===== src/rtl/memPkg.sv =====
package memPkg;

    // byte-addressed memory bus
    typedef logic [31:0] memAddr;
    typedef logic [7:0]  memByte;
    typedef logic [31:0] memWord;

    // byte count of one access, only 1, 2 and 4 are legal
    typedef logic [2:0] accessLen;

    localparam accessLen wordLen = 3'd4;

    typedef struct packed {
        logic     isStore;
        accessLen len;
        memAddr   addr;
        memWord   wdata;
    } dataReq;

    typedef struct packed {
        logic   en;
        memAddr addr;
        memByte data;
    } ramWrite;

    // bytes gathered at the top of the word, low byte first
    function automatic memWord alignLoad(memWord gathered, accessLen len);
        return gathered >> {wordLen - len, 3'b000};
    endfunction

    // byte idx of a store word, little endian
    function automatic memByte storeByte(memWord wdata, accessLen idx);
        return memByte'(wdata >> {idx, 3'b000});
    endfunction

endpackage


===== src/rtl/cpuPkg.sv =====
package cpuPkg;

    // who holds the memory controller for the current transaction
    typedef enum logic [1:0] {
        busIdle,
        busData,
        busFetch
    } busOwner;

    typedef struct packed {
        memPkg::memWord inst;
        memPkg::memAddr pc;
    } fetchOut;

    localparam memPkg::memAddr pcStep = 32'd4;

    function automatic memPkg::memAddr nextPc(memPkg::memAddr pc);
        return pc + pcStep;
    endfunction

endpackage


===== src/rtl/fetchUnit.sv =====
`timescale 1ns/1ps

module fetchUnit #(
    parameter memPkg::memAddr resetPc = '0
) (
    input  logic            clk,
    input  logic            rst,
    input  logic            ioBufferFull,
    input  logic            fetchEn,
    input  logic            redirect,
    input  memPkg::memAddr  redirectPc,
    output logic            fetchReq,
    output memPkg::memAddr  fetchAddr,
    input  logic            fetchDone,
    input  memPkg::memWord  fetchWord,
    output logic            instValid,
    output cpuPkg::fetchOut instOut
);
    import memPkg::*;
    import cpuPkg::*;

    memAddr pc;
    memAddr flightPc;
    logic   pending;
    logic   stale;
    logic   start;

    // a raised request is held with its address until the done pulse
    assign start = !pending && fetchEn && !ioBufferFull;
    assign fetchReq = pending || start;
    assign fetchAddr = pending ? flightPc : pc;

    // words of a redirected fetch are dropped
    assign instValid = fetchDone && !stale && !redirect;
    assign instOut = '{inst: fetchWord, pc: flightPc};

    always_ff @(posedge clk) begin
        if (rst) begin
            pc <= resetPc;
            pending <= 1'b0;
            stale <= 1'b0;
        end else begin
            pending <= fetchReq && !fetchDone;
            if (redirect) begin
                pc <= redirectPc;
            end else if (instValid) begin
                pc <= nextPc(pc);
            end
            if (fetchDone) begin
                stale <= 1'b0;
            end else if (redirect && fetchReq) begin
                stale <= 1'b1;
            end
        end
    end

    always_ff @(posedge clk) begin
        if (start) begin
            flightPc <= pc;
        end
    end

endmodule


===== config.mk =====
export PLATFORM = sky130hd
export DESIGN_NAME = fetchUnit
export DESIGN_NICKNAME = d
export VERILOG_FILES = /design/src/rtl/memPkg.sv /design/src/rtl/cpuPkg.sv /design/src/rtl/fetchUnit.sv
export SDC_FILE = /design/constraint.sdc
export NUM_CORES = 1
export LEC_CHECK = 0
export ABC_AREA = 1
export ABC_CLOCK_PERIOD_IN_PS = 2750
export BUFFER_PORTS_ARGS = -buffer_cell sky130_fd_sc_hd__buf_2
export CAP_MARGIN = 30
export CELL_PAD_IN_SITES_DETAIL_PLACEMENT = 2
export CELL_PAD_IN_SITES_GLOBAL_PLACEMENT = 2
export CORE_ASPECT_RATIO = 0.7
export CORE_MARGIN = 1
export CORE_UTILIZATION = 23
export CTS_BUF_LIST = sky130_fd_sc_hd__clkbuf_4 sky130_fd_sc_hd__clkbuf_8
export CTS_CLUSTER_SIZE = 16
export DETAILED_ROUTE_END_ITERATION = 8
export MAX_ROUTING_LAYER = met4
export PLACE_DENSITY_LB_ADDON = 0.1
export SYNTH_ARGS = -nofsm -noshare
export SYNTH_HDL_FRONTEND = slang
export SYNTH_SLANG_ARGS = --single-unit

===== constraint.sdc =====
create_clock -name clk -period 2.75 [get_ports clk]
set_clock_uncertainty 0.2 [all_clocks]
set_input_delay 0.55 -clock clk [delete_from_list [all_inputs] [get_ports clk]]
set_output_delay 0.55 -clock clk [all_outputs]
set_load 0.02 [all_outputs]

==> out/summary.txt <==
P_sw - 0.721 mW
Outcome - completed
Final TNS setup - 0 ns
Peak VDD IR - 0.000212 V
RSZ-0062 raised after global routing - no
DP Area - 4460 sq um
Synth Net Count - 611
CP Launch Type - flop
Worst min path class - in -> reg
Crit Path Max Fanout - 31
Worst Hold Path EP - pc[0]$_SDFFE_PP0P_
Comb power frac - 14.8%
Drt first pass iters - 4
H-tree depth - 3
Syn Std Cell Area - 3920 sq um
Final setup violating endpoints - 0
#FFs+latches synth - 66
P per Cell Area - 529 nW/um^2
Initial Util - 23.7%
Reg2reg end - pc[24]$_SDFFE_PP0N_
RR Startpoint - pc[8]$_SDFFE_PP0N_
Final Cell Area - 4680 sq um
Worst setup path start - pending$_SDFF_PP0_
Seq pwr share - 46.3%
IO Pins - 168
Largest net degree at the start of global routing - 33
Internal - 1.76 mW
Hold Startpoint - redirectPc[0]
First-pass GRT wire length - 22.9 mm
Cells after Synth - 540
Post-cts hold buffer count - 0
Post_cts resized - 0
Total grt overflow - 0
Initial antenna violation count - 0
Seq/Total Area, Yosys - 41.9%
P_leak - 1.97 nW
Clock tree buffer depth - 2
Post-layout nets - 682
DRT iter0 DRCs - 143
Synth top area share - 24.5%
Fin cells - 841
Clk pwr share - 38.9%
Post-CTS Setup Bufs - 0
WP data arrival - 1.68 ns
Post-DR vias/cell - 4.46
Least-Margin Pin Slew - 0.496 ns
Net Sw Frac - 29.1%
Hold path depth - 3
Die Height - 111 um
Fmax - 412 MHz
Synth area leaders - edfxtp_1, dfxtp_1, nand2_1
Yosys top cell by area - edfxtp_1
Dpl cells - 825
Hpwl dp - 11.3 mm
Critical Path Sink Type - output port
Cell variety after synth - 30
Overall Power - 2.48 mW
Yosys warning total - 0
CTS root buf - clkbuf_8
ANT cells - 0
Max-slew violations - 0
Routed Antenna Nets - 0
# port buffers - 103
Total CTS buffers - 9
Placer Congestion - 0.796
Clock sinks - 66
Vias - 3754
Period utilisation layout - 88.3%
Req. time, crit path - 2.00 ns
Syn_area_per_cell - 7.25 sq um
FF-to-FF path depth - 9
Clock-pin slew on the worst setup and hold paths - 0.07 ns
Tmin final - 2.43 ns
Core Region - 16500 sq um
Vias in the first global route - 4031
Die area - 17600 sq um
Fin. Hold Viols - 0
P&R area growth vs syn - 19.7%
Avg WL per Cell - 17.3 um
Max_slew headroom - 66.9%
Max cap viols - 0
Total track usage - 17.9%
DRC viols - 0
Internal reg-to-reg setup slack - 0.76 ns
Crit Path Class - reg -> out
Num rows - 39
Clk Latency, worst-skew pair - 0.35 ns
Fraction of layout cells with a size suffix above 1 - 25.6%
TritonCTS clock tree - built
Die W - 158 um
Routed WL - 14.6 mm
-- layer usage --
layer / track usage [%] / vias up / wire (um)
li1: - / 1845 / -
met3: 3.52 / 6 / 552
met2: 26.4 / 86 / 6250
met1: 25.4 / 1817 / 7680
met5: - / - / 0
met4: 2.76 / 0 / 72
-- final cells by class --
| class | count | area (sq um) |
|---|---|---|
| Fill cell | 2004 | 11800 |
| Multi-Input combinational cell | 367 | 1750 |
| Sequential cell | 66 | 1640 |
| Timing Repair Buffer | 110 | 568 |
| Tap cell | 225 | 282 |
| Inverter | 57 | 214 |
| Clock buffer | 11 | 151 |
| Clock inverter | 5 | 76.3 |
-- state kept, by name, summed over array words and instances (netlist names) --
| signal | count |
|---|---|
| flightPc | 32 |
| pc | 32 |
| pending | 1 |
| stale | 1 |
-- cells by family (layout without fill, tap and decap cells) --
| kind of cell | count (synthesis) | in the layout | share of synthesized area, % |
|---|---|---|---|
| simple gates | 272 | 272 | 30.6 |
| compound gates | 86 | 86 | 11.8 |
| buf+inv | 107 | 183 | 13.6 |
| flops | 66 | 66 | 41.9 |
| fa+ha+maj | 1 | 1 | 0.320 |
| xor+xnor | 8 | 8 | 1.79 |
-- critical path, cell delays in order (launching register included) --
cell and delay [ns]:
dfxtp_2 0.33, buf_4 0.27, inv_1 0.18, nand2_1 0.14, nor2_4 0.05, nor2_1 0.11, inv_1 0.08, buf_2 0.16
-- synth_stat cells --
library cell	instances
nand3_1	23
nor3b_1	1
inv_1	54
nand2_1	167
a31oi_1	10
nor2_4	7
o21ai_0	50
nor2_2	7
clkbuf_2	1
xor2_1	8
edfxtp_1	32
o211ai_1	1
nor2_8	1
nand3_2	1
nand2_4	2
nor3_1	3
o21ai_2	1
ha_1	1
dfxtp_1	34
nor2_1	50
buf_2	3
nand4_1	4
a21oi_2	3
clkbuf_1	13
a21oi_1	19
nor3_4	1
nand2_2	5
o21ai_1	2
buf_4	33
inv_2	3
-- worst max-delay path by stage --
stage,to
after CTS,fetchReq
after global placement,pc[18]$_SDFFE_PP0N_
after global routing,fetchReq
after floorplan,fetchReq
final,fetchReq
after detailed placement,pc[18]$_SDFFE_PP0N_
-- per-stage QoR --
| stage | utilization (%) | hold WS [ns] | worst slack [ns] |
|---|---|---|---|
| after floorplan | - | 0.225 | 0.194 |
| after global placement | 27.0 | 0.261 | 0.548 |
| after detailed placement | 27.0 | 0.278 | 0.480 |
| after CTS | 28.4 | 0.227 | 0.260 |
| after global routing | 28.4 | 0.226 | 0.137 |
| final | 28.4 | 0.241 | 0.323 |
-- cell usage in the layout, fill, tap and decap left out, drive strengths merged, types with 8 or more instances in the layout --
master,instances
nor2,65
buf,110
edfxtp,32
a21oi,22
dfxtp,34
a31oi,10
inv,57
o21ai,53
clkbuf,11
xor2,8
nand3,24
nand2,174
-- power by group through the flow --
stage / Combinational, mW / Clock (mW) / Sequential [mW]
final: 0.368 / 0.965 / 1.15
after global routing: 0.409 / 1.04 / 1.16
after CTS: 0.377 / 1.00 / 1.15
after detailed placement: 0.375 / 0 / 1.17
after global placement: 0.363 / 0 / 1.17
after floorplan: 0.268 / 0 / 1.17
Note: power is estimated with default switching activity, not from simulation.
