<file path="src/rtl/memPkg.sv">
package memPkg;

    // byte-addressed memory bus
    typedef logic [31:0] memAddr;
    typedef logic [7:0]  memByte;
    typedef logic [31:0] memWord;

    // byte count of one access, only 1, 2 and 4 are legal
    typedef logic [2:0] accessLen;

    localparam accessLen wordLen = 3'd4;

    typedef struct packed {
        logic     isStore;
        accessLen len;
        memAddr   addr;
        memWord   wdata;
    } dataReq;

    typedef struct packed {
        logic   en;
        memAddr addr;
        memByte data;
    } ramWrite;

    // bytes gathered at the top of the word, low byte first
    function automatic memWord alignLoad(memWord gathered, accessLen len);
        return gathered >> {wordLen - len, 3'b000};
    endfunction

    // byte idx of a store word, little endian
    function automatic memByte storeByte(memWord wdata, accessLen idx);
        return memByte'(wdata >> {idx, 3'b000});
    endfunction

endpackage

</file>
<file path="src/rtl/cpuPkg.sv">
package cpuPkg;

    // who holds the memory controller for the current transaction
    typedef enum logic [1:0] {
        busIdle,
        busData,
        busFetch
    } busOwner;

    typedef struct packed {
        memPkg::memWord inst;
        memPkg::memAddr pc;
    } fetchOut;

    localparam memPkg::memAddr pcStep = 32'd4;

    function automatic memPkg::memAddr nextPc(memPkg::memAddr pc);
        return pc + pcStep;
    endfunction

endpackage

</file>
<file path="src/rtl/memCtrl.sv">
`timescale 1ns/1ps

module memCtrl (
    input  logic            clk,
    input  logic            rst,
    input  logic            ioBufferFull,
    input  logic            dataEn,
    input  memPkg::dataReq  dataRequest,
    input  logic            fetchReq,
    input  memPkg::memAddr  fetchAddr,
    input  memPkg::memByte  rdByte,
    output memPkg::memAddr  ramAddr,
    output memPkg::ramWrite ramWr,
    output logic            dataDone,
    output memPkg::memWord  dataRdata,
    output logic            fetchDone,
    output memPkg::memWord  fetchWord,
    output cpuPkg::busOwner owner
);
    import memPkg::*;
    import cpuPkg::*;

    // latched transaction
    busOwner  ownerQ;
    accessLen stage;
    dataReq   reqQ;
    memAddr   fetchAddrQ;
    memWord   gatherQ;

    // view of the transaction in the current cycle
    busOwner  curOwner;
    dataReq   curReq;
    memAddr   curFetchAddr;
    memAddr   baseAddr;
    accessLen lastStage;
    accessLen beat;
    logic     idle;
    logic     finish;

    assign idle = (ownerQ == busIdle);

    // when idle the incoming request is served as beat 0 right away
    // data wins a tie
    always_comb begin
        if (idle) begin
            curReq = dataRequest;
            curFetchAddr = fetchAddr;
            if (dataEn) begin
                curOwner = busData;
            end else if (fetchReq) begin
                curOwner = busFetch;
            end else begin
                curOwner = busIdle;
            end
        end else begin
            curReq = reqQ;
            curFetchAddr = fetchAddrQ;
            curOwner = ownerQ;
        end
    end

    // store ends on its last write, load one beat after its last byte arrives
    always_comb begin
        case (curOwner)
            busData: begin
                if (curReq.isStore) begin
                    lastStage = accessLen'(curReq.len - 3'd1);
                end else begin
                    lastStage = accessLen'(curReq.len + 3'd1);
                end
            end
            busFetch: lastStage = wordLen;
            default:  lastStage = '0;
        endcase
    end

    assign finish = (curOwner != busIdle) && !ioBufferFull && (stage == lastStage);

    // step back one beat while frozen so the byte due at resume is read again
    assign beat = (ioBufferFull && stage != '0) ? accessLen'(stage - 3'd1) : stage;

    assign baseAddr = (curOwner == busData) ? curReq.addr : curFetchAddr;
    assign ramAddr = baseAddr + memAddr'(beat);

    always_comb begin
        ramWr.en = !ioBufferFull && (curOwner == busData) && curReq.isStore
            && (stage < curReq.len);
        ramWr.addr = ramAddr;
        ramWr.data = storeByte(curReq.wdata, stage);
    end

    assign dataDone = finish && (curOwner == busData);
    assign fetchDone = finish && (curOwner == busFetch);

    assign dataRdata = alignLoad(gatherQ, reqQ.len);

    // last fetch byte goes straight from the ram
    assign fetchWord = {rdByte, gatherQ[31:8]};

    assign owner = ownerQ;

    always_ff @(posedge clk) begin
        if (rst) begin
            ownerQ <= busIdle;
            stage <= '0;
        end else if (!ioBufferFull) begin
            if (finish) begin
                ownerQ <= busIdle;
                stage <= '0;
            end else if (curOwner != busIdle) begin
                ownerQ <= curOwner;
                stage <= accessLen'(stage + 3'd1);
            end
        end
    end

    always_ff @(posedge clk) begin
        if (!ioBufferFull && idle) begin
            reqQ <= dataRequest;
            fetchAddrQ <= fetchAddr;
        end
        // byte addressed in the previous beat arrives now
        if (!ioBufferFull && stage != '0) begin
            gatherQ <= {rdByte, gatherQ[31:8]};
        end
    end

endmodule

</file>
<file path="config.mk">
export PLATFORM = sky130hd
export DESIGN_NAME = memCtrl
export DESIGN_NICKNAME = d
export VERILOG_FILES = /design/src/rtl/memPkg.sv /design/src/rtl/cpuPkg.sv /design/src/rtl/memCtrl.sv
export SDC_FILE = /design/constraint.sdc
export NUM_CORES = 1
export LEC_CHECK = 0
export ABC_AREA = 0
export BUFFER_PORTS_ARGS = -buffer_cell sky130_fd_sc_hd__buf_4
export CORE_ASPECT_RATIO = 1.5
export CORE_MARGIN = 2
export CORE_UTILIZATION = 40
export DETAILED_ROUTE_END_ITERATION = 6
export PLACE_DENSITY = 0.65
export RECOVER_POWER = 25
export SLEW_MARGIN = 5
export SYNTH_ARGS = -nofsm -noshare
export SYNTH_HDL_FRONTEND = slang
export SYNTH_SLANG_ARGS = --single-unit
</file>
<file path="constraint.sdc">
create_clock -name clk -period 6.6 [get_ports clk]
set_input_delay 0.66 -clock clk [delete_from_list [all_inputs] [get_ports clk]]
set_output_delay 0.66 -clock clk [all_outputs]
set_load 0.03 [all_outputs]
</file>
==> reports/metrics.yaml <==
cts:
  post_cts_buffers: 0
  tritoncts: "done"
  post_cts_resized: 0
  cts_buffer_depth: 2
  htree_levels: 4
  holdBufCountCts: 0
  clock-root-buffer: "clkbuf_16"
  cts_sinks: 137
  insertion_delay_ns: 0.42
  cts_buffers: 17
  clkSlewWorstSetupHoldPaths_ns: 0.06
timing:
  fin_crit_sh_pct: 81.4
  rsz0062_at_grt: "no"
  fin_crit_ns: 5.37
  setup_viol: 0
  finalHoldViolCount: 0
  fin_setup_tns_ns: 0
  skew_ns: 0.00641
  worstMarginPinSlew_ns: 1.08
  max_freq_ghz: 0.186
  max-slew-margin-rel_pct: 27.9
  finalHoldWorstSlack_ns: 0.444
  slew_violations: 0
critical_path:
  arrival_ns: 4.71
  rrSetupSlack_ns: 2.84
  cp-end-kind: "output port"
  r2r-start: "owner[1]$_SDFFE_PP0P_"
  cp_max_fo: 46
  crit_required_ns: 5.94
  r2r-end: "stage[1]$_SDFFE_PP0P_"
  cp-start-kind: "register"
  worstRegToRegCells: 10
  path_class: "reg2out"
synthesis:
  seq_area_frac_synth_pct: 50.7
  synth_edf_count: 132
  syn_area_per_cell_sq_um: 13.1
  synth.distinct_cells: 58
  synthCells: 611
  syn_area_sq_mm: 0.00801
  yosys_warnings: 0
  async_reset_ff_share_pct: 0
  syn-num-nets: 737
  synth-seq-cells: 137
  ys.flop_type: "edfxtp_1"
detailed_routing:
  vias_per_cell: 5.41
  wl_microns: 20400
  vias: 5774
  firstDrtPassIters: 5
  drt_iter0_drc: 387
  drc_errors: 0
  antenna_left: 0
  drt-wirelength-per-cell_microns: 19.1
floorplanning:
  ios: 254
  num_rows: 63
  die_h_microns: 177
  die_area_sq_mm: 0.0212
  initial_utilization_pct: 40.7
  fp.dieW_microns: 120
  fp.coreArea_sq_mm: 0.0197
place:
  detailed_place_hpwl_microns: 15100
  place_area_sq_mm: 0.00968
  gp_congestion: 0.861
  port_buffers: 253
  place_inst: 1036
global_routing:
  antenna_found_initial: 0
  grt.busiest_layer: "met2"
  grt_usage_pct: 19.3
  first_global_vias: 6105
  grt_max_degree: 85
  met1_usage_pct: 21.9
  grt_overflow_total: 0
  use_met2_pct: 34.3
  gr-usage-met3_pct: 5.40
  grt_pass1_wl_microns: 31900
run:
  drv_cap: 0
worst_hold_path:
  min_from: "fetchAddr[31]"
  hold_path_class: "in2reg"
  whs_endpoint: "fetchAddrQ[31]$_DFFE_PP_"
  hold_depth: 1
finish:
  area_delta_synth_final_pct: 25.7
  fin_nets: 921
  num_antenna_cells: 0
  layout.cells.non_filler: 1068
  fillers: 1743
  drive_above_1_share_pct: 35.6
  final_area_sq_mm: 0.0101
power:
  finalPower_mw: 3.06
  power_density_mw_per_mm2: 304
  irDropWorstVdd_mv: 0.211
  leakagePower_nw: 3.86
status:
  status: "finished clean"
-- report_power, final --
part | total, mW | switching (mW) | internal, mW
logic | 0.986 | 0.602 | 0.384
clock network | 0.991 | 0.366 | 0.624
registers | 1.08 | 0.0415 | 1.04
-- Yosys cell counts (13+ instances only) --
cell type,n,area (sq um)
a211oi_1,22,165
a21oi_1,21,105
buf_4,65,488
clkbuf_1,13,48.8
edfxtp_1,132,3960
mux2i_1,30,300
mux4_2,47,1060
nand2_1,43,161
nor2_1,41,154
xnor2_1,25,219
xor2_1,15,131
-- worst max path at each step --
stage / depth (start not counted) / from / endpoint / slack, ns
6_report: 12 / owner[0]$_SDFFE_PP0P_ / ramWr[21] / 1.23
5_1_grt: 13 / stage[0]$_SDFFE_PP0P_ / ramAddr[13] / 0.80
4_1_cts: 13 / stage[1]$_SDFFE_PP0P_ / ramWr[21] / 1.11
3_5_place_dp: 12 / fetchReq / ramWr[39] / 1.44
3_3_place_gp: 12 / fetchReq / ramAddr[31] / 1.55
2_1_floorplan: 5 / owner[0]$_SDFFE_PP0P_ / fetchAddrQ[0]$_DFFE_PP_ / 0.64
-- flip-flops by register name, summed over array words and instances, names as in the netlist --
signal	count
gatherQ	32
reqQ	68
owner	2
fetchAddrQ	32
stage	3
-- area by class of cell --
type / count / area [sq um] / area share (%)
Sequential cell: 137 / 4060 / 40.4
Multi-Input combinational cell: 371 / 3320 / 32.9
Timing Repair Buffer: 258 / 1720 / 17.1
Clock buffer: 17 / 425 / 4.22
Tap cell: 260 / 325 / 3.23
Clock inverter: 15 / 183 / 1.81
Inverter: 10 / 37.5 / 0.373
-- through the flow --
step | utilization, % | worst slack [ns]
after floorplan | - | 0.642
after global placement | 49.1 | 1.55
after detailed placement | 49.1 | 1.44
after CTS | 52.2 | 1.11
after global routing | 51.1 | 0.799
final | 51.1 | 1.23
-- routing by layer --
metal / vias up / part of all wire, %
met2: 230 / 53
met1: 2859 / 39
met3: 35 / 6.2
li1: 2650 / -
met5: - / 0
met4: 0 / 2.3
-- placed cells by master (no fill, tap or decap), types with 2 or more instances in the layout --
cell and n:
nand2_1 43, dfxtp_1 5, nand3b_1 7, nor3b_1 2, mux4_2 47, nor2_4 2
nor2_1 40, a2111oi_0 3, nand4b_1 5, nand3_1 11, clkinvlp_4 4, ha_1 11
bufinv_16 4, nor4b_1 2, a211oi_1 22, mux2i_1 30, nor2b_1 9, a21o_1 4
buf_4 156, a21oi_1 20, or2_2 2, nand4_1 11, xor2_1 15, edfxtp_1 132
clkbuf_4 44, a31oi_1 2, clkbuf_16 17, clkinv_1 6, and2_1 12, nor4_1 2
xnor2_1 25, nor3_1 7, clkbuf_1 58, o21ai_0 7, a311oi_1 4, inv_1 9
nand2b_1 3
-- logic make-up after synthesis --
group,share of synthesized area (%)
adder cells (fa/ha/maj),2.25
AO/OA/AOI/OAI,5.96
flip-flops,50.7
XOR/XNOR,4.37
multiplexers,17.3
buffers and inverters,8.24
AND/OR/NAND/NOR,11.2
-- worst max-delay path, stage by stage (launching register included) --
cell	delay, ns
dfxtp_1	0.56
nor3b_1	0.16
nor2_1	0.21
ha_2	0.89
mux4_2	0.45
ha_1	0.30
a21o_1	0.11
a21oi_1	0.11
nand2b_1	0.32
a2111oi_0	0.50
xor2_1	0.12
mux2i_1	0.29
buf_4	0.22
No activity file was read; power rests on OpenSTA's default activity.
